`config.mk`:
```
export PLATFORM = sky130hd
export DESIGN_NAME = lookup_pipe
export DESIGN_NICKNAME = d
export VERILOG_FILES = /design/src/hdl/icache_pkg.sv /design/src/hdl/lookup_pipe.sv
export VERILOG_INCLUDE_DIRS = /design/src /design/src/hdl
export SDC_FILE = /design/constraint.sdc
export NUM_CORES = 1
export LEC_CHECK = 0
export BUFFER_PORTS_ARGS = -buffer_cell sky130_fd_sc_hd__buf_2
export CAP_MARGIN = 20
export CORE_AREA = 2 2 102 104
export DETAILED_ROUTE_END_ITERATION = 10
export DIE_AREA = 0 0 104 106
export GPL_TIMING_DRIVEN = 0
export SKIP_LAST_GASP = 1
export SLEW_MARGIN = 20
export SYNTH_ARGS = -nofsm -noshare
export SYNTH_HDL_FRONTEND = slang
export SYNTH_SLANG_ARGS = --single-unit
```
`constraint.sdc`:
```
create_clock -name clk -period 2.8 [get_ports clk]
set_input_delay 0.14 -clock clk [delete_from_list [all_inputs] [get_ports clk]]
set_output_delay 0.14 -clock clk [all_outputs]
set_load 0.005 [all_outputs]
```
`src/hdl/icache_cfg.svh`:
```
// ---------------------------------------
// Instruction cache configuration
// Sizes of the fetch port, lines and refill queue
// ---------------------------------------
`ifndef ICACHE_CFG_SVH
`define ICACHE_CFG_SVH

// Fetch port
`define ICACHE_ADDR_W      32
`define ICACHE_WORD_W      32
`define ICACHE_ID_W        4

// Cache geometry, 64 direct mapped lines of 4 words
`define ICACHE_LINE_WORDS  4
`define ICACHE_INDEX_W     6

// Refills that may be in flight at once
`define ICACHE_QUEUE_DEPTH 4

`endif

```
`src/hdl/icache_pkg.sv`:
```
// ---------------------------------------
// Instruction cache shared types
// Address fields, line storage and refill records
// ---------------------------------------
`include "icache_cfg.svh"

package icache_pkg;

  localparam int BYTE_W   = $clog2(`ICACHE_WORD_W / 8);
  localparam int OFFSET_W = $clog2(`ICACHE_LINE_WORDS);
  localparam int LINE_LSB = OFFSET_W + BYTE_W;              // First index bit
  localparam int TAG_W    = `ICACHE_ADDR_W - `ICACHE_INDEX_W - LINE_LSB;
  localparam int N_LINES  = 1 << `ICACHE_INDEX_W;

  typedef logic [`ICACHE_ADDR_W-1:0]  addr_t;
  typedef logic [`ICACHE_WORD_W-1:0]  word_t;
  typedef logic [`ICACHE_ID_W-1:0]    fetch_id_t;
  typedef logic [`ICACHE_INDEX_W-1:0] index_t;
  typedef logic [TAG_W-1:0]           tag_t;
  typedef logic [OFFSET_W-1:0]        offset_t;

  typedef word_t [`ICACHE_LINE_WORDS-1:0] line_t;

  typedef struct packed {
    logic valid;
    tag_t tag;
  } tag_entry_t;

  // One outstanding refill and the fetch that caused it
  typedef struct packed {
    fetch_id_t id;
    offset_t   offset;
    tag_t      tag;
    index_t    index;
  } refill_rec_t;

  // --------------------------------------
  // Address field helpers
  // --------------------------------------
  function automatic index_t addr_index(addr_t addr);
    return addr[LINE_LSB +: `ICACHE_INDEX_W];
  endfunction

  function automatic tag_t addr_tag(addr_t addr);
    return addr[`ICACHE_ADDR_W-1 -: TAG_W];
  endfunction

  function automatic offset_t addr_offset(addr_t addr);
    return addr[BYTE_W +: OFFSET_W];
  endfunction

  function automatic addr_t line_addr(addr_t addr);
    return {addr[`ICACHE_ADDR_W-1:LINE_LSB], {LINE_LSB{1'b0}}};
  endfunction

endpackage

```
`src/hdl/lookup_pipe.sv`:
```
`timescale 1ns/1ps
// ---------------------------------------
// Lookup stage 1
// Holds the fetch, compares the tag, picks the word
// ---------------------------------------
module lookup_pipe import icache_pkg::*; (
  input  logic       clk,
  input  logic       rst_n,
  input  logic       advance_i,
  input  logic       clear_i,
  input  logic       req_i,
  input  addr_t      addr_i,
  input  fetch_id_t  id_i,
  input  tag_entry_t tag_entry_i,
  input  line_t      line_i,
  output logic       s1_valid_o,
  output logic       s1_hit_o,
  output addr_t      s1_addr_o,
  output fetch_id_t  s1_id_o,
  output word_t      s1_word_o
);

  logic      s1_valid_q;
  addr_t     s1_addr_q;
  fetch_id_t s1_id_q;
  logic      tag_match;

  always_ff @(posedge clk or negedge rst_n) begin
    if (!rst_n) begin
      s1_valid_q <= 1'b0;
    end else if (clear_i) begin
      s1_valid_q <= 1'b0;
    end else if (advance_i) begin
      s1_valid_q <= req_i;            // Empty slot when nothing is fetched
    end
  end

  always_ff @(posedge clk) begin
    if (advance_i) begin
      s1_addr_q <= addr_i;
      s1_id_q   <= id_i;
    end
  end

  // Tag RAM output belongs to the stage 1 address
  assign tag_match = tag_entry_i.valid && (tag_entry_i.tag == addr_tag(s1_addr_q));

  assign s1_valid_o = s1_valid_q;
  assign s1_hit_o   = s1_valid_q && tag_match;
  assign s1_addr_o  = s1_addr_q;
  assign s1_id_o    = s1_id_q;
  assign s1_word_o  = line_i[addr_offset(s1_addr_q)];

endmodule

```
Yosys cells after proc, flatten, opt, wreduce, memory -nomap -nowiden. Index checks and enable logic that the tools add are counted.

Eq/ne operators: 1. Mux-type cells: 4. $lt $le $gt $ge: 1. Reductions and logical operators: 3.

Operators with widths (count): $bmux W32 S2 (1); $mux W32 (1); $eq A22 B22 Y1 (1); $lt A2 B3 Y1 const B (1); $logic_and A1 B1 Y1 (2); $mux W1 (2); $reduce_bool A2 Y1 (1).

Word-level logic and storage cells: 12. Input port bits: 192. Register bits: 37. Output and inout bits: 70.

Logic depth before layout (Yosys ltp). Gate-level depths: netlist of the first run.

Depth in word-level cells: 3. Depth in mapped cells: 4.

Worst setup path before layout of the first run. Ideal clock, no wire load.

Kind: reg2out. From: reg s1_addr_q[21], in the netlist s1_addr_o[21]. To: out s1_hit_o. Cell stages (with the launch flop): 5. Path buffers: 0. Data arrival time: 1.409 ns. Setup slack: 1.251 ns. Path through: edfxtp_1 -> xnor2_1 -> nand3_1 -> or4_1 -> nor4_2.

Word-level cells in the longest chain between the ends: 3.

Ends and longest elaborated chain: from (decl) (RTL line lookup_pipe.sv:24) `addr_t s1_addr_q;`; from (signal assigned) (RTL line lookup_pipe.sv:40) `s1_addr_q <= addr_i;`; $eq A22 B22 Y1 (RTL line lookup_pipe.sv:46) `assign tag_match = tag_entry_i.valid && (tag_entry_i.tag == addr_tag(s1_addr_q));`; $logic_and A1 B1 Y1 (RTL line lookup_pipe.sv:46); $logic_and A1 B1 Y1 (RTL line lookup_pipe.sv:49) `assign s1_hit_o = s1_valid_q && tag_match;`; to (decl) (RTL line lookup_pipe.sv:17) `output logic s1_hit_o,`.

Every way passes these cells.

Worst setup path in the final report of the first run. Same ends and word-level chain as after synthesis.

==> results of run 1 <==
## flip-flops by register name, summed over array words and instances (netlist names)
register and flops:
s1_valid_o 1, s1_id_o 4, s1_addr_o 32
## logic make-up (layout without fill, tap and decap cells)
family	after synthesis	after routing	synth area share [%]
simple gates	9	9	2.83
xor+xnor	22	22	9.09
flops	37	37	52.2
buf+inv	7	278	1.47
mux	33	33	34.5
## layout by cell type, fill, tap and decap left out, drive strengths merged
master / Yosys / routed
clkinv: 0 / 1
mux4: 32 / 32
bufinv: 0 / 1
clkbuf: 2 / 8
edfxtp: 36 / 36
dlygate4sd3: 0 / 2
nor2: 1 / 1
or4: 1 / 1
buf: 5 / 266
nand3: 1 / 1
nor4: 2 / 2
dfrtp: 1 / 1
nand4: 4 / 4
mux2i: 1 / 1
xor2: 6 / 6
xnor2: 16 / 16
## worst register-to-register path: stages, from the launching register on
cell and delay (ps):
dfrtp_1 410, mux2i_1 130, nor2_1 50
## power by group
group	switching, mW	internal [mW]	leakage, nW
Sequential	0.0243	0.657	0.366
Combinational	0.176	0.278	1.33
Clock	0.197	0.267	0.0554
## layer usage
metal | track usage [%] | wire length (microns) | vias to the layer above | share of wire, %
li1 | - | - | 1004 | -
met1 | 16.1 | 3120 | 1040 | 38
met2 | 25.6 | 4240 | 150 | 52
met3 | 4.17 | 788 | 5 | 9.6
met4 | 2.61 | 61 | 0 | 0.74
met5 | 0 | 0 | - | 0
## repair_timing
item / in CTS / in global routing
hold buffers: 2 / 0
buffers inserted: 0 / 0
hold endpoints to repair: 2 / 0
## per-stage QoR
stage          hold slack (ps)  power [mW]  instance area [sq um]  util, %  std cells
2_1_floorplan             -156       0.875                   2120        -        108
3_3_place_gp             -84.0        1.14                   3600     36.0        505
3_5_place_dp             -84.2        1.15                   3600     36.0        505
4_1_cts                   9.05        1.63                   3730     37.3        515
5_1_grt                   5.53        1.69                   3730     37.3        515
6_report                  23.2        1.60                   3730     37.3        515
## layout make-up
type                            instances  area [sq um]  share of cell area [%]
Timing Repair Buffer                  263          1330                    35.6
Sequential cell                        37          1110                    29.7
Multi-Input combinational cell         64           983                    26.4
Tap cell                              136           170                    4.56
Clock buffer                            6          72.6                    1.95
Clock inverter                          2          38.8                    1.04
Buffer                                  7          31.3                   0.839
## final timing paths
path | startpoint | slack, ps | depth (start not counted) | endpoint
worst max register to register | s1_valid_o$_DFFE_PN0P_ | 2110 | 2 | s1_valid_o$_DFFE_PN0P_
worst min-delay path | addr_i[15] | 20 | 1 | s1_addr_o[15]$_DFFE_PP_
worst max-delay path | s1_addr_o[21]$_DFFE_PP_ | 750 | 5 | s1_hit_o
max in group asynchronous | rst_n | 2550 | 2 | s1_valid_o$_DFFE_PN0P_
worst min register to register | s1_valid_o$_DFFE_PN0P_ | 580 | 2 | s1_valid_o$_DFFE_PN0P_
min in group asynchronous | rst_n | 160 | 2 | s1_valid_o$_DFFE_PN0P_
==> impl_metrics.yaml, run 1 <==
synthesis:
  yosys_warnings: 0
  ys_seq_area_share_pct: 52.2
  synth_cells: 108
  avgSynthCellArea_sq_um: 19.6
  synthArstFlopShare_pct: 2.70
  ys.flop_type: "edfxtp_1"
  syn_area_sq_um: 2120
  ys_types: 15
  yosysTopAreaCell: "edfxtp_1"
  synth_top_area_share_pct: 51.0
  ys_top_cells_by_area: "edfxtp_1 51%, mux4_2 34%, xnor2_1 6.6%"
  synth_most_common_cell: "edfxtp_1"
  synth_edf_count: 36
  synth_common_cells: "36 x edfxtp_1, 32 x mux4_2, 16 x xnor2_1"
  ys_ff_latch: 37
  syn_nets: 300
clock_network:
  clock-sinks: 37
  root_buffer: "clkbuf_8"
  htree_levels: 2
  cts_tree: "yes"
  clk_latency_ps: 280
  clock_path_buffers: 2
  cts_resized: 0
  cts_made_buffers: 5
  cts.clk_slew.worst_paths_ps: 80
power:
  p_leak_nw: 1.75
  powerDensity_nw_per_um2: 429
  max-vdd-ir-drop_mv: 0.367
floorplanning:
  dieArea_sq_um: 11000
  rows: 37
  initial_core_util_pct: 21.2
  core_area_sq_um: 10000
  die_h_microns: 106
  io_pins: 262
  die_w_microns: 104
worst_setup_path:
  crit_path_start_kind: "register"
  cpPeakStageDelay_ps: 490
  cp-end-kind: "primary output"
  crit_chain: "xnor2_1, nand3_1, or4_1, nor4_2, buf_2"
  path_buf_inv: 1
  worst_path_max_delay_cell: "or4_1"
  worstPathArrival_ps: 1910
  crit_family: "simple AND/OR/NAND/NOR gates"
  path_class: "reg2out"
  crit_fanout: 2
  cp.required_ps: 2660
global_route:
  grt_usage_pct: 13.9
  grt_pass1_wl_microns: 12000
  antenna_found_initial: 0
  grt_pass1_vias: 2334
  grt_overflow_total: 0
  grt_max_degree: 38
timing:
  fin_tns_setup_ps: 0
  fin_crit_sh_pct: 73.2
  setup_viol: 0
  skew_ps: 0
  max_freq_mhz: 488
  fin_ws_ps: 750
  slew_violations: 0
  rsz0062_at_grt: "no"
  post-route-min-period_ps: 2050
  tightest_slew_ps: 857
  slew_headroom_pct: 42.9
  final_hold_viol_count: 0
detailed_routing:
  vias: 2199
  wire_per_inst_microns: 15.9
  antenna_left: 0
  vias_per_cell: 4.27
  drt-pass1-iter-count: 4
  drtIter0Drc: 116
  wl_microns: 8200
  drc_errors: 0
finish:
  fin_nets: 570
  drive_gt1_share_pct: 80.5
  fill_cells: 1025
  insertedDiodeCount: 0
  synthToLayoutAreaGrowth_pct: 75.8
run_status:
  status: "finished, final reports clean"
placement:
  gp_congestion: 0.830
  dpl_worst_slack_ps: 1030
  numPortBuffers: 261
  place_hpwl_microns: 6970
worst_hold_path:
  hp-class: "in2reg"
flow_run:
  maxCapViolCount: 0
Power figures use the tool's default switching activity.
==> inputs of run 2 (changes only) <==
- ABC_AREA: unset -> 1
- CORE_AREA: 2 2 102 104 -> 2 2 100 102
- DIE_AREA: 0 0 104 106 -> 0 0 102 104
- clock period: 2.8 -> 1.9 ns (I/O delays scaled with it)
==> run 2 against run 1 <==
  * Final area up 20%
  * Combinational power up 89%
  * Sequential share of layout area down 4.9 points
  * Clock skew unchanged
  * Sequential power up 47%
  * Total power up 58%
  * Synthesized cell count rose to 3.1 times the previous value
  * Clock-buffer cell count unchanged
  * Global-route usage up 6.1 points
  * First-iteration DRC count up 8.6%
  * Critical path depth unchanged
  * Critical path type unchanged
  * Largest power group unchanged
==> impl_metrics.yaml, run 2 <==
detailed_routing:
  wl_microns: 11000
  wire_per_inst_microns: 14.2
  drtIter0Drc: 126
  vias: 3472
  drt-pass1-iter-count: 4
  vias_per_cell: 4.46
  antenna_left: 0
  drc_errors: 0
worst_hold_path:
  min_from: "req_i"
  hp-class: "in2reg"
  hold_depth: 3
  holdPathEnd: "s1_valid_o$_DFFE_PN0P_"
synthesis:
  synthArstFlopShare_pct: 2.70
  ys_ff_latch: 37
  synth_top_area_share_pct: 43.1
  ys_top_cells_by_area: "edfxtp_1 43%, nor2_1 12%, o21ai_0 8.6%"
  synth_common_cells: "80 x nor2_1, 52 x nand2_1, 43 x o21ai_0"
  ys_types: 18
  yosysTopAreaCell: "edfxtp_1"
  synth_cells: 337
  yosys_warnings: 0
  synth_most_common_cell: "nor2_1"
  syn_nets: 529
  ys_seq_area_share_pct: 44.1
  synth_edf_count: 36
  avgSynthCellArea_sq_um: 7.44
  ys.flop_type: "edfxtp_1"
  syn_area_sq_um: 2510
worst_setup_path:
  path_class: "reg2out"
  worstPathArrival_ps: 1560
  cp.required_ps: 1800
  rr_worst_depth: 2
  crit_path_start_kind: "register"
  rr_endpoint: "s1_valid_o$_DFFE_PN0P_"
  rr_startpoint: "s1_valid_o$_DFFE_PN0P_"
  cp-end-kind: "primary output"
  r2r_slack_ps: 1110
  crit_fanout: 10
run_status:
  status: "finished, final reports clean"
timing:
  fin_tns_setup_ps: 0
  slew_headroom_pct: 42.0
  rsz0062_at_grt: "no"
  fin_crit_sh_pct: 87.3
  skew_ps: 0
  post-route-min-period_ps: 1660
  tightest_slew_ps: 871
  max_freq_mhz: 603
  setup_viol: 0
  final_hold_viol_count: 0
  slew_violations: 0
floorplanning:
  io_pins: 262
  dieArea_sq_um: 10600
  initial_core_util_pct: 26.3
  core_area_sq_um: 9550
  die_w_microns: 102
  rows: 36
  die_h_microns: 104
power:
  p_total_mw: 2.53
  max-vdd-ir-drop_mv: 0.599
  p_leak_nw: 2.33
  powerDensity_nw_per_um2: 567
finish:
  fin_nets: 835
  drive_gt1_share_pct: 44.6
  fill_cells: 991
  instances_no_fill: 778
  largest_reg_flops: 32
  layout_commonest_cell: "buf_2"
  final_cell_mix: "267 x buf_2, 80 x nor2_1, 52 x nand2_1"
  synthToLayoutAreaGrowth_pct: 78.2
clock_network:
  cts_resized: 0
  clock_path_buffers: 2
  root_buffer: "clkbuf_8"
  clock-sinks: 37
  cts_made_buffers: 5
  cts_tree: "yes"
  htree_levels: 2
  cts_setup_buffers: 0
  postCtsHoldBufs: 38
  clk_latency_ps: 300
  cts.clk_slew.worst_paths_ps: 80
flow_run:
  maxCapViolCount: 0
global_route:
  grt_overflow_total: 0
  grt_pass1_vias: 3546
  grt_usage_pct: 20.0
  grt_pass1_wl_microns: 16700
  grt_max_degree: 39
  antenna_found_initial: 1
placement:
  place_hpwl_microns: 8590
  numPortBuffers: 261
  post-place-cells: 731
  gp_congestion: 0.929
-- run 2: cell count changes after synthesis, sizes merged, moves of 15 or more --
cell,before,now
inv,0,42
mux4,32,0
nand2,0,52
nor2,1,80
o21ai,0,71
o22ai,0,32
xnor2,16,1
-- run 2: area by class of cell --
class	instances	area, sq um	share of cell area, %
clock inverters	2	33.8	0.756
inverters	42	165	3.69
plain buffers	19	158	3.53
repair buffers	299	1690	37.7
flip-flops and latches	37	1110	24.7
well taps	133	166	3.72
clock buffers	6	72.6	1.62
diodes	1	2.50	0.0560
multi-input cells	239	1080	24.2
-- run 2: worst max path at each step --
| stage | from | end | slack, ps | depth (start not counted) |
|---|---|---|---|---|
| after floorplan | s1_addr_o[2]$_DFFE_PP_ | s1_word_o[0] | 820 | 5 |
| after global placement | s1_addr_o[3]$_DFFE_PP_ | s1_word_o[2] | 540 | 5 |
| after detailed placement | s1_addr_o[3]$_DFFE_PP_ | s1_word_o[2] | 530 | 5 |
| after CTS | s1_addr_o[3]$_DFFE_PP_ | s1_word_o[2] | 180 | 5 |
| after global routing | s1_addr_o[3]$_DFFE_PP_ | s1_word_o[2] | 50 | 5 |
| final | s1_addr_o[3]$_DFFE_PP_ | s1_word_o[15] | 240 | 5 |
-- run 2: metal layers --
layer,vias up,track usage [%],share of wire (%)
li1,1743,-,-
met1,1532,19.2,36
met4,0,8.19,2.3
met5,-,0,0
met2,176,37.0,50
met3,21,7.93,12
-- run 2: kinds of logic (layout without fill, tap and decap cells) --
logic type,count (synthesis),after routing,synth area share (%)
xor+xnor,1,1,0.349
simple gates,133,133,20.0
other cells,0,1,0
flops,37,37,44.1
compound gates,105,105,22.7
buf+inv,61,368,12.9
-- run 2: report_power, final --
part	switching, mW	internal [mW]	total [mW]
Sequential	0.0356	0.969	1.00
Combinational	0.412	0.445	0.857
Clock	0.285	0.387	0.672
Total	0.732	1.80	2.53
-- run 2: per-stage QoR --
stage / util, % / hold slack (ps) / worst slack (ps) / cell area [sq um]
2_1_floorplan: - / -201 / 820 / 2510
3_3_place_gp: 41.7 / -129 / 542 / 3980
3_5_place_dp: 41.7 / -128 / 531 / 3980
4_1_cts: 46.8 / 20.3 / 182 / 4470
5_1_grt: 46.8 / 62.7 / 46.6 / 4470
6_report: 46.8 / 56.6 / 241 / 4470
-- run 2: critical path: stages (launching register included) --
cell and delay [ps]:
edfxtp_1 510, inv_2 140, buf_2 210, o21ai_1 90
o22ai_1 170, buf_2 150
