$ cat config.mk
export PLATFORM = sky130hd
export DESIGN_NAME = refill_queue
export DESIGN_NICKNAME = d
export VERILOG_FILES = /design/src/hdl/icache_pkg.sv /design/src/hdl/refill_queue.sv
export VERILOG_INCLUDE_DIRS = /design/src /design/src/hdl
export SDC_FILE = /design/constraint.sdc
export NUM_CORES = 1
export LEC_CHECK = 0
export ABC_AREA = 1
export BUFFER_PORTS_ARGS = -buffer_cell sky130_fd_sc_hd__buf_2
export CORE_UTILIZATION = 50
export CTS_BUF_LIST = sky130_fd_sc_hd__clkbuf_8
export CTS_CLUSTER_DIAMETER = 40
export CTS_CLUSTER_SIZE = 16
export DETAILED_ROUTE_END_ITERATION = 8
export HOLD_SLACK_MARGIN = 0.06
export PLACE_DENSITY = 0.71
export SYNTH_ARGS = -nofsm -noshare
export SYNTH_HDL_FRONTEND = slang
export SYNTH_SLANG_ARGS = --single-unit
$ cat constraint.sdc
create_clock -name clk -period 3.1 [get_ports clk]
set_input_delay 0.155 -clock clk [delete_from_list [all_inputs] [get_ports clk]]
set_output_delay 0.155 -clock clk [all_outputs]
set_load 0.05 [all_outputs]
$ cat src/hdl/icache_cfg.svh
// ---------------------------------------
// Instruction cache configuration
// Sizes of the fetch port, lines and refill queue
// ---------------------------------------
`ifndef ICACHE_CFG_SVH
`define ICACHE_CFG_SVH

// Fetch port
`define ICACHE_ADDR_W      32
`define ICACHE_WORD_W      32
`define ICACHE_ID_W        4

// Cache geometry, 64 direct mapped lines of 4 words
`define ICACHE_LINE_WORDS  4
`define ICACHE_INDEX_W     6

// Refills that may be in flight at once
`define ICACHE_QUEUE_DEPTH 4

`endif

$ cat src/hdl/icache_pkg.sv
// ---------------------------------------
// Instruction cache shared types
// Address fields, line storage and refill records
// ---------------------------------------
`include "icache_cfg.svh"

package icache_pkg;

  localparam int BYTE_W   = $clog2(`ICACHE_WORD_W / 8);
  localparam int OFFSET_W = $clog2(`ICACHE_LINE_WORDS);
  localparam int LINE_LSB = OFFSET_W + BYTE_W;              // First index bit
  localparam int TAG_W    = `ICACHE_ADDR_W - `ICACHE_INDEX_W - LINE_LSB;
  localparam int N_LINES  = 1 << `ICACHE_INDEX_W;

  typedef logic [`ICACHE_ADDR_W-1:0]  addr_t;
  typedef logic [`ICACHE_WORD_W-1:0]  word_t;
  typedef logic [`ICACHE_ID_W-1:0]    fetch_id_t;
  typedef logic [`ICACHE_INDEX_W-1:0] index_t;
  typedef logic [TAG_W-1:0]           tag_t;
  typedef logic [OFFSET_W-1:0]        offset_t;

  typedef word_t [`ICACHE_LINE_WORDS-1:0] line_t;

  typedef struct packed {
    logic valid;
    tag_t tag;
  } tag_entry_t;

  // One outstanding refill and the fetch that caused it
  typedef struct packed {
    fetch_id_t id;
    offset_t   offset;
    tag_t      tag;
    index_t    index;
  } refill_rec_t;

  // --------------------------------------
  // Address field helpers
  // --------------------------------------
  function automatic index_t addr_index(addr_t addr);
    return addr[LINE_LSB +: `ICACHE_INDEX_W];
  endfunction

  function automatic tag_t addr_tag(addr_t addr);
    return addr[`ICACHE_ADDR_W-1 -: TAG_W];
  endfunction

  function automatic offset_t addr_offset(addr_t addr);
    return addr[BYTE_W +: OFFSET_W];
  endfunction

  function automatic addr_t line_addr(addr_t addr);
    return {addr[`ICACHE_ADDR_W-1:LINE_LSB], {LINE_LSB{1'b0}}};
  endfunction

endpackage

$ cat src/hdl/refill_queue.sv
`timescale 1ns/1ps
// ---------------------------------------
// Refill queue
// In order list of pending refills with a line lookup
// ---------------------------------------
`include "icache_cfg.svh"

module refill_queue import icache_pkg::*; (
  input  logic        clk,
  input  logic        rst_n,
  input  logic        push_i,
  input  refill_rec_t push_rec_i,
  input  logic        pop_i,
  output refill_rec_t head_rec_o,
  output logic        empty_o,
  output logic        full_o,
  input  tag_t        check_tag_i,
  input  index_t      check_index_i,
  output logic        pending_match_o
);

  localparam int DEPTH = `ICACHE_QUEUE_DEPTH;
  localparam int PTR_W = $clog2(DEPTH);

  typedef logic [PTR_W-1:0] ptr_t;

  refill_rec_t      recs [DEPTH];
  logic [DEPTH-1:0] vld_q;
  logic [DEPTH-1:0] hit_vec;
  ptr_t             wr_ptr_q;
  ptr_t             rd_ptr_q;

  function automatic ptr_t ptr_inc(ptr_t ptr);
    return (ptr == ptr_t'(DEPTH - 1)) ? '0 : ptr + 1'b1;
  endfunction

  always_ff @(posedge clk or negedge rst_n) begin
    if (!rst_n) begin
      vld_q    <= '0;
      wr_ptr_q <= '0;
      rd_ptr_q <= '0;
    end else begin
      if (push_i) begin
        vld_q[wr_ptr_q] <= 1'b1;
        wr_ptr_q        <= ptr_inc(wr_ptr_q);
      end
      if (pop_i) begin
        vld_q[rd_ptr_q] <= 1'b0;
        rd_ptr_q        <= ptr_inc(rd_ptr_q);
      end
    end
  end

  always_ff @(posedge clk) begin
    if (push_i) begin
      recs[wr_ptr_q] <= push_rec_i;
    end
  end

  assign head_rec_o = recs[rd_ptr_q];
  assign empty_o    = !vld_q[rd_ptr_q];
  assign full_o     = vld_q[wr_ptr_q];   // Write slot still taken

  // Same line already on its way from memory
  always_comb begin
    for (int i = 0; i < DEPTH; i++) begin
      hit_vec[i] = vld_q[i] && (recs[i].tag == check_tag_i) &&
                   (recs[i].index == check_index_i);
    end
  end

  assign pending_match_o = |hit_vec;

  // The controller only pushes with room and pops with a record present
  a_no_push_full: assert property (@(posedge clk) disable iff (!rst_n)
    push_i |-> !full_o);
  a_no_pop_empty: assert property (@(posedge clk) disable iff (!rst_n)
    pop_i |-> !empty_o);

endmodule

==> Yosys cells after proc, flatten, opt, wreduce, memory -nomap -nowiden <==
Memories as Yosys holds them, arrays and structs flattened.
Index checks and enable logic that the tools add are counted.
{ "word_totals": {"wordCells": 49, "ram_bits": 136, "regBits": 8, "input_bits": 66, "out_inout_bits": 37, "memories": 1} }
{ "mem_list": {"columns": ["name", "depth", "word_bits", "read_ports", "rd_ports_with_merged_regs", "wr", "line_no", "source"], "rows": [
  ["recs", 4, 34, 5, 0, 1, "refill_queue.sv:27", "refill_rec_t recs [DEPTH];"]
]} }
{ "classes": {"mux": 14, "addsub": 2, "reduce_logical": 12, "n_lt_le_gt_ge": 4, "n_eq_ne": 10, "bitwise": 3} }
{ "op_table": {"columns": ["operator", "count"], "rows": [
  ["equality test 22 bit", 4],
  ["equality test 6 bit", 4],
  ["logical AND 1 bit", 10],
  ["two-way mux 4 bit", 2],
  ["< comparator 2 x 3 -> 1 bit, second input constant", 2],
  ["two-way mux 1 bit", 6],
  ["adder 2 x 1 -> 2 bit, second input constant", 2],
  ["AND 4 bit", 1],
  ["binary-select mux 1 bit (select 2 bit)", 2],
  ["demux 1 bit (select 2 bit)", 2],
  ["equality test 2 bit, second input constant", 2],
  [">= comparator 2 x 1 -> 1 bit, second input constant", 2],
  ["two-way mux 2 bit", 2],
  ["inverter 4 bit", 1],
  ["bitwise OR 4 bit", 1],
  ["OR reduction 4 bit", 1],
  ["logical NOT 1 bit", 1]
]} }

==> Depth between registers and ports, before layout <==
Gate-level depths: netlist of run 1.
{ "logic_depth": {"depth_word": 8, "ltp_mapped": 10, "ltp_nobuf": 10} }

==> Worst setup path after synthesis of run 1 <==
Ideal clock, no wire load.
{ "synth_timing": {"path_type": "register to output", "start": "register rd_ptr_q[0]", "end": "output head_rec_o[21] (netlist bit)", "stages_incl_launch_ff": 6, "path_buffers": 2, "slack_ps": 963, "arrival_time_ps": 1982, "required_ps": 2945, "path_cell_list": "dfrtp_1 buf_2 inv_2 clkbuf_1 o21ai_0 o21ai_0"} }
{ "synth_rtl": {"columns": ["item", "line_no", "source"], "rows": [
  ["start: declaration", "refill_queue.sv:31", "ptr_t rd_ptr_q;"],
  ["start signal: assignment", "refill_queue.sv:49", "rd_ptr_q <= ptr_inc(rd_ptr_q);"],
  ["end: declaration", "refill_queue.sv:14", "output refill_rec_t head_rec_o,"]
]} }

==> impl_metrics.yaml, run 1 <==
sta:
  fin_tns_setup_ns: 0
  period_minus_slack_ns: 2.53
  finalHoldViolCount: 0
  slew_headroom_pct: 57.2
  worst_pin_slew_ns: 0.639
  finClkSkew_ns: 0.00862
  setup_viol: 0
  fin_crit_sh_pct: 81.8
  setup_slack_ns: 0.565
  report.final.slew_viol_count: 0
  clock.fmax_ghz: 0.394
  hold-worst-slack_ns: 0.437
  rsz0062_at_grt: "no"
place:
  port_buffers: 102
  place_ws_ns: 1.06
  hpwlAfterDp_mm: 13.8
  placed_cells_incl_taps: 1129
  place_area_um2: 8110
  gp_congestion: 0.950
detailed_routing:
  drtPass1Iterations: 5
  vias: 6259
  final_antenna_net_count: 0
  wl_per_cell_um: 16.4
  vias_per_cell: 5.22
  drt_wl_total_mm: 19.7
  drt_iter0_drc: 554
  drcViolationCount: 0
global_route:
  antenna_found_initial: 0
  grt_pass1_wl_mm: 30.2
  track_usage_pct: 27.5
  grt_max_degree: 78
  grt_overflow: 0
  grt_pass1_vias: 5884
clocking:
  cts-root-buf: "clkbuf_8"
  holdBufCountCts: 38
  insertion_delay_ns: 0.47
  cts.sinks: 144
  post_cts_buffers: 0
  clk_path_buf_depth: 2
  cts_tree: "built"
  htree_levels: 4
  cts_resized: 0
  numCtsBuffers: 17
  cts.clk_slew.worst_paths_ns: 0.08
synthesis:
  yosys_warnings: 0
  synth_cells: 858
  ys_ff_latch: 144
  synth_area_leaders: "edfxtp_1 (55%), nand2_1 (14%), o21ai_0 (6.2%)"
  synth_area_um2: 7390
  synth_nets: 932
  ys_types: 22
  synth_area_per_cell_um2: 8.62
  async_flop_share_pct: 5.56
  synth_top_area_share_pct: 55.2
  synth_top_flop_cell: "edfxtp_1"
  synth_edf_count: 136
  synth_most_common_cell: "nand2_1"
  synth_top_area_cell: "edfxtp_1"
  seq_area_frac_synth_pct: 57.9
  yosys-top-cells-count: "nand2_1 (277), edfxtp_1 (136), nor2_1 (100), inv_1 (97), o21ai_0 (92)"
status:
  outcome: "complete, no violations"
setup_path:
  crit_required_ns: 2.94
  cp-end-kind: "output pin"
  critPathArrivalTime_ns: 2.38
  critPathLaunchType: "flop"
  rr_worst_depth: 5
  worst-path-max-fanout: 23
  worstSetupPathType: "flop to output pin"
power_and_ir_drop:
  total_power_mw: 7.40
  power_density_nw_per_um2: 835
  p_leak_nw: 3.93
  ir_worst_vdd_mv: 0.621
worst_hold_path:
  hold_class: "primary input to flop"
  holdPathStages: 2
floorplan:
  initial_utilization_pct: 51.1
  core_area_um2: 14500
  die_h_um: 124
  rows: 44
  die_x_um: 124
  fp.dieArea_um2: 15300
  ios: 103
final_layout:
  drive_above_1_share_pct: 15.1
  fillCellCount: 1273
  instances_no_fill: 1199
  syn2layout_area_growth_pct: 19.8
  nNetsFinal: 1076
  design_area_um2: 8860
  utilization_pct: 61.2
  diodes: 0
job:
  cap_violations: 0
==> critical path, stage by stage, from the launching register on <==
cell and delay (ns):
dfrtp_1 0.35, clkinv_1 0.51, buf_4 0.44, o21ai_0 0.09, a21oi_1 0.05, a21oi_1 0.17, buf_2 0.29
==> power by group <==
part | switching [mW] | internal (mW)
registers | 0.208 | 2.51
logic | 2.48 | 0.805
clock network | 0.751 | 0.640
total | 3.44 | 3.96
==> layer usage <==
metal / track usage, % / part of all wire (%) / vias up
met4: 8.73 / 1.7 / 2
met2: 46.5 / 49 / 237
met1: 34.8 / 43 / 2897
met5: 2.43 / 0.046 / -
met3: 6.41 / 6.7 / 33
li1: - / - / 3090
==> kinds of logic (layout without fill, tap and decap cells) <==
family,after synthesis,count (layout),synth area share (%)
AO/OA/AOI/OAI,174,174,12.2
AND/OR/NAND/NOR,383,383,19.6
XOR/XNOR,17,17,2.01
buffers and inverters,132,289,6.90
adder cells (fa/ha/maj),8,8,1.35
flip-flops,144,144,57.9
==> cells in the final DEF (no fill, tap or decap), types with 2 or more instances in the layout <==
master / count
dfrtp_1: 7
inv_1: 98
edfxtp_1: 136
clkinv_4: 3
nand2_1: 277
a21oi_1: 61
o21ai_1: 3
xnor2_1: 10
buf_4: 8
o22ai_1: 13
ha_1: 8
inv_6: 5
dlygate4sd3_1: 38
xor2_1: 7
nor2_1: 100
inv_2: 10
buf_2: 102
clkinv_1: 2
o21ai_0: 92
clkbuf_8: 17
o211ai_1: 4
clkinvlp_4: 3
nand3_1: 4
==> layout make-up <==
cell class                 count  area, µm²  area share [%]
inverter                     108        405            4.58
clock buffer                  17        234            2.64
clock inverter                15        135            1.53
multi-input combinational    582       2600            29.3
tap                          184        230            2.60
sequential                   144       4290            48.4
timing repair buffer         149        971            11.0
==> registers in the layout (all words and copies together), names as in the netlist <==
signal,cells
recs,136
rd_ptr_q,2
wr_ptr_q,2
vld_q,4
==> final timing paths <==
check	from	endpoint	slack (ns)
min in group asynchronous	rst_n	vld_q[2]	0.67
max reg2reg	wr_ptr_q[0]	recs[0][9]	1.41
min reg2reg	vld_q[2]	vld_q[2]	0.58
max	rd_ptr_q[1]	head_rec_o[14]	0.57
max in group asynchronous	rst_n	rd_ptr_q[0]	2.14
min	push_rec_i[28]	recs[2][28]	0.44
No activity file was read; power rests on OpenSTA's default activity.
==> inputs of run 2 (changes only) <==
Settings changed: PLACE_DENSITY 0.71 to 0.74.
Clock period 3.1 ns to 2.25 ns, I/O delays scaled along.
==> impl_metrics.yaml, run 2 (same netlist as run 1, synthesis figures left out) <==
detailed_routing:
  vias_per_cell: 5.35
  drt_iter0_drc: 643
  wl_per_cell_um: 16.9
  drt_wl_total_mm: 20.3
  final_antenna_net_count: 0
  drtPass1Iterations: 5
  vias: 6422
  drcViolationCount: 0
global_route:
  grt_pass1_vias: 6002
  track_usage_pct: 28.5
  grt_overflow: 0
  grt_max_degree: 52
  antenna_found_initial: 0
  grt_pass1_wl_mm: 31.2
setup_path:
  critPathLaunchType: "flop"
  critPathArrivalTime_ns: 2.03
  crit_required_ns: 2.14
  worst-path-max-fanout: 38
  cp-end-kind: "output pin"
  worstSetupPathType: "flop to output pin"
clocking:
  cts.sinks: 144
  insertion_delay_ns: 0.47
  numCtsBuffers: 17
  cts_tree: "built"
  clk_path_buf_depth: 2
  htree_levels: 4
  cts-root-buf: "clkbuf_8"
  cts.clk_slew.worst_paths_ns: 0.09
final_layout:
  top_register: "recs"
  reg_top3: "recs: 136 flops, vld_q: 4 flops"
  drive_above_1_share_pct: 15.3
  nNetsFinal: 1078
  syn2layout_area_growth_pct: 21.0
  diodes: 0
  layout_commonest_cell: "nand2_1"
  fillCellCount: 1221
  design_area_um2: 8940
  layout_common_cells: "nand2_1 (277), edfxtp_1 (136), buf_2 (101)"
  largest_reg_flops: 136
worst_hold_path:
  hold_class: "primary input to flop"
sta:
  setup_viol: 0
  worst_pin_slew_ns: 0.446
  hold-worst-slack_ns: 0.387
  clock.fmax_ghz: 0.468
  rsz0062_at_grt: "yes"
  period_minus_slack_ns: 2.14
  report.final.slew_viol_count: 0
  fin_tns_setup_ns: 0
  fin_crit_sh_pct: 95.0
  slew_headroom_pct: 70.3
  finalHoldViolCount: 0
  finClkSkew_ns: 0.00557
floorplan:
  ios: 103
  die_x_um: 124
  initial_utilization_pct: 51.1
  die_h_um: 124
  rows: 44
  fp.dieArea_um2: 15300
  core_area_um2: 14500
power_and_ir_drop:
  ir_worst_vdd_mv: 0.791
  power_density_nw_per_um2: 1160
  p_leak_nw: 3.96
job:
  cap_violations: 0
place:
  place_area_um2: 8180
  port_buffers: 102
  hpwlAfterDp_mm: 14.2
  gp_congestion: 0.974
status:
  outcome: "complete, no violations"
[run 2: cell types whose count changed in the layout (fill, tap and decap cells not counted), sizes merged]
cell	change
buf	+1
clkbuf	+1
clkinv	-1
clkinvlp	+1
[run 2: through the flow]
stage          total power, mW  worst slack [ns]  utilization, %  cells
4_1_cts                   10.4           0.00611            61.7   1201
3_3_place_gp              8.35             0.501            56.5   1131
6_report                  10.4             0.112            61.8   1201
2_1_floorplan             7.07             0.156               -    858
5_1_grt                   10.9           -0.0165            61.8   1201
3_5_place_dp              8.41             0.511            56.5   1131
[run 2: where the power goes]
part | leakage [nW] | switching (mW) | total, mW | internal (mW)
clock network | 0.184 | 1.07 | 1.95 | 0.885
registers | 1.34 | 0.281 | 3.74 | 3.46
logic | 2.44 | 3.51 | 4.69 | 1.18
[run 2: final timing paths]
path	depth (start not counted)	slack, ns	to	startpoint
max in group asynchronous	3	1.34	rd_ptr_q[0]	rst_n
setup reg to reg	5	0.64	recs[0][26]	wr_ptr_q[0]
hold reg to reg	2	0.59	vld_q[2]	vld_q[2]
setup / recovery	5	0.11	head_rec_o[8]	rd_ptr_q[0]
min in group asynchronous	3	0.61	wr_ptr_q[0]	rst_n
hold / removal	2	0.39	recs[2][31]	push_rec_i[31]
[run 2: worst max-delay path: stages (launching register included)]
cell and delay (ns):
dfrtp_2 0.42, inv_2 0.27, buf_12 0.24, o21ai_0 0.09
o21ai_0 0.22, buf_2 0.31
[run 2: timing repair]
action / CTS / global route
setup buffers: 0 / 0
hold endpoints to repair: 152 / 0
hold buffers: 38 / 0
setup endpoints to repair: 0 / 9
resized for setup: 0 / 3
[run 2: area by class of cell]
class                   instances  area (µm²)  area share, %
clock buffers                  17         234           2.62
clock inverters                15         140           1.57
inverters                     108         405           4.53
multi-input cells             582        2610           29.1
flip-flops and latches        144        4290           47.9
well taps                     184         230           2.57
repair buffers                151        1040           11.7
[run 2: layer usage]
metal	up-vias	part of all wire [%]	track usage, %	wire length [µm]
li1	3096	-	-	-
met1	3003	42	37.1	8480
met2	266	48	46.1	9700
met3	57	7.0	5.31	1430
met4	0	3.6	13.4	737
met5	-	0	0	0
==> inputs of run 3 (changes only) <==
==> constraint.sdc (replaced) <==
create_clock -name clk -period 1.7 [get_ports clk]
set_input_delay 0.34 -clock clk [delete_from_list [all_inputs] [get_ports clk]]
set_output_delay 0.34 -clock clk [all_outputs]
set_load 0.05 [all_outputs]
==> impl_metrics.yaml, run 3 (same netlist as run 1, synthesis figures left out) <==
clocking:
  htree_levels: 4
  insertion_delay_ns: 0.47
  clk_path_buf_depth: 2
  cts.sinks: 144
  cts_tree: "built"
  cts-root-buf: "clkbuf_8"
  numCtsBuffers: 17
  cts.clk_slew.worst_paths_ns: 0.08
floorplan:
  rows: 44
  core_area_um2: 14500
  die_x_um: 124
  initial_utilization_pct: 51.1
  ios: 103
  fp.dieArea_um2: 15300
  die_h_um: 124
final_layout:
  largest_reg_flops: 136
  layout_commonest_cell: "nand2_1"
  drive_above_1_share_pct: 35.7
  fillCellCount: 912
  design_area_um2: 10900
  syn2layout_area_growth_pct: 47.3
  layout_common_cells: "nand2_1 (263), edfxtp_1 (136), inv_1 (92)"
  reg_top3: "recs: 136 flops, vld_q: 4 flops"
  instances_no_fill: 1235
  nNetsFinal: 1110
  top_register: "recs"
power_and_ir_drop:
  clockPowerShare_pct: 14.9
  ir_worst_vdd_mv: 1.45
  power_density_nw_per_um2: 1770
  p_switching_mw: 8.72
  power_frac_comb_pct: 58.8
  power_frac_seq_pct: 26.2
  sw_frac_of_total_pct: 45.2
  p_leak_nw: 4.55
  total_power_mw: 19.3
  p_int_mw: 10.6
setup_path:
  cp-end-kind: "output pin"
  crit_required_ns: 1.36
  max_stage_delay_ns: 0.43
  path_buf_inv: 2
  path_common_cell: "nor2_1"
  critPathTopFamily: "simple AND/OR/NAND/NOR gates"
  cp_slowest_cell: "edfxtp_1"
  worst-path-max-fanout: 2
  critPathArrivalTime_ns: 2.12
  worstSetupPathType: "flop to output pin"
  cp_cell_sequence: "xnor2_1 > buf_4 > nand3_1 > nor2_1 > nand2_1 > nor2_1 > nor2_2 > nand2_2 > buf_8"
  critPathLaunchType: "flop"
detailed_routing:
  drtPass1Iterations: 6
  final_antenna_net_count: 0
  wl_per_cell_um: 20.1
  drt_wl_total_mm: 24.8
  drcViolationCount: 0
  drt_iter0_drc: 758
  vias_per_cell: 5.69
  vias: 7023
worst_hold_path:
  hold_class: "primary input to flop"
global_route:
  track_usage_pct: 31.6
  grt_overflow: 0
  grt_use_met3_pct: 7.33
  grtUsageMet1_pct: 39.2
  grt_max_degree: 36
  top_usage_layer: "met2"
  grt_pass1_wl_mm: 34.5
  gr-usage-met2_pct: 51.8
  grt_pass1_vias: 6456
  antenna_found_initial: 1
sta:
  period_minus_slack_ns: 2.46
  fin_crit_sh_pct: 145
  setup_viol: 38
  worst_pin_slew_ns: 0.345
  report.final.slew_viol_count: 0
  finClkSkew_ns: 0.00764
  slew_headroom_pct: 76.9
  finalHoldViolCount: 0
  setup_slack_ns: -0.762
  rsz0062_at_grt: "yes"
  clock.fmax_ghz: 0.406
  hold-worst-slack_ns: 0.0800
status:
  outcome: "complete, but fails checks"
  violations: "negative setup slack"
place:
  hpwlAfterDp_mm: 14.9
  placed_cells_incl_taps: 1171
  port_buffers: 102
  gp_congestion: 0.982
  place_area_um2: 8990
job:
  cap_violations: 0
run 3: power groups by stage:
| stage | Combinational [mW] | Clock, mW | Sequential [mW] |
|---|---|---|---|
| 6_report | 11.4 | 2.88 | 5.06 |
| 3_3_place_gp | 7.63 | 0 | 4.98 |
| 3_5_place_dp | 7.73 | 0 | 5.00 |
| 5_1_grt | 11.8 | 3.02 | 5.11 |
| 4_1_cts | 9.81 | 2.87 | 4.98 |
| 2_1_floorplan | 5.54 | 0 | 4.90 |
run 3: per-stage QoR:
stage	worst slack (ns)	util, %	TNS, ns
6_report	-0.762	75.2	-16.85
3_3_place_gp	-0.374	62.1	-0.497
3_5_place_dp	-0.338	62.1	-0.703
4_1_cts	-0.517	70.4	-15.27
2_1_floorplan	-0.0129	-	-0.0257
5_1_grt	-0.787	75.2	-18.94
run 3: path summary, 6_finish.rpt:
path	start	end	slack, ns	depth (start not counted)
min reg2reg	vld_q[1]	vld_q[1]	0.67	3
max reg2reg	wr_ptr_q[0]	vld_q[2]	0	8
max in group asynchronous	rst_n	rd_ptr_q[1]	1.27	2
max	recs[1][6]	pending_match_o	-0.76	9
min in group asynchronous	rst_n	wr_ptr_q[0]	0.24	2
min	push_rec_i[31]	recs[2][31]	0.08	1
run 3: layout make-up:
type / instances / area (µm²) / share of cell area (%)
Antenna cell: 2 / 5.00 / 0.0460
Clock buffer: 17 / 234 / 2.15
Clock inverter: 15 / 188 / 1.72
Inverter: 108 / 434 / 3.99
Multi-Input combinational cell: 582 / 3680 / 33.8
Sequential cell: 144 / 4290 / 39.4
Tap cell: 184 / 230 / 2.11
Timing Repair Buffer: 182 / 1810 / 16.6
Timing Repair inverter: 1 / 20.0 / 0.184
run 3: routing by layer:
layer,vias to the layer above,routed length (µm)
met5,-,0
met4,0,1270
met3,116,2480
met2,466,11700
met1,3269,9400
li1,3172,-
run 3: worst register-to-register path: stages, from the launching register on:
cell,delay [ns]
dfrtp_1,0.43
inv_2,0.08
buf_4,0.14
ha_1,0.18
nand2_1,0.10
clkinvlp_4,0.14
buf_12,0.19
o21ai_0,0.24
inv_1,0.08
run 3: what timing repair did:
item,4_1_cts,5_1_grt
buffers inserted,11,7
cloned,6,7
hold buffers,1,0
endpoints found under the setup margin,37,37
pin swaps,28,23
gates resized for setup,204,118
hold endpoints to repair,8,0
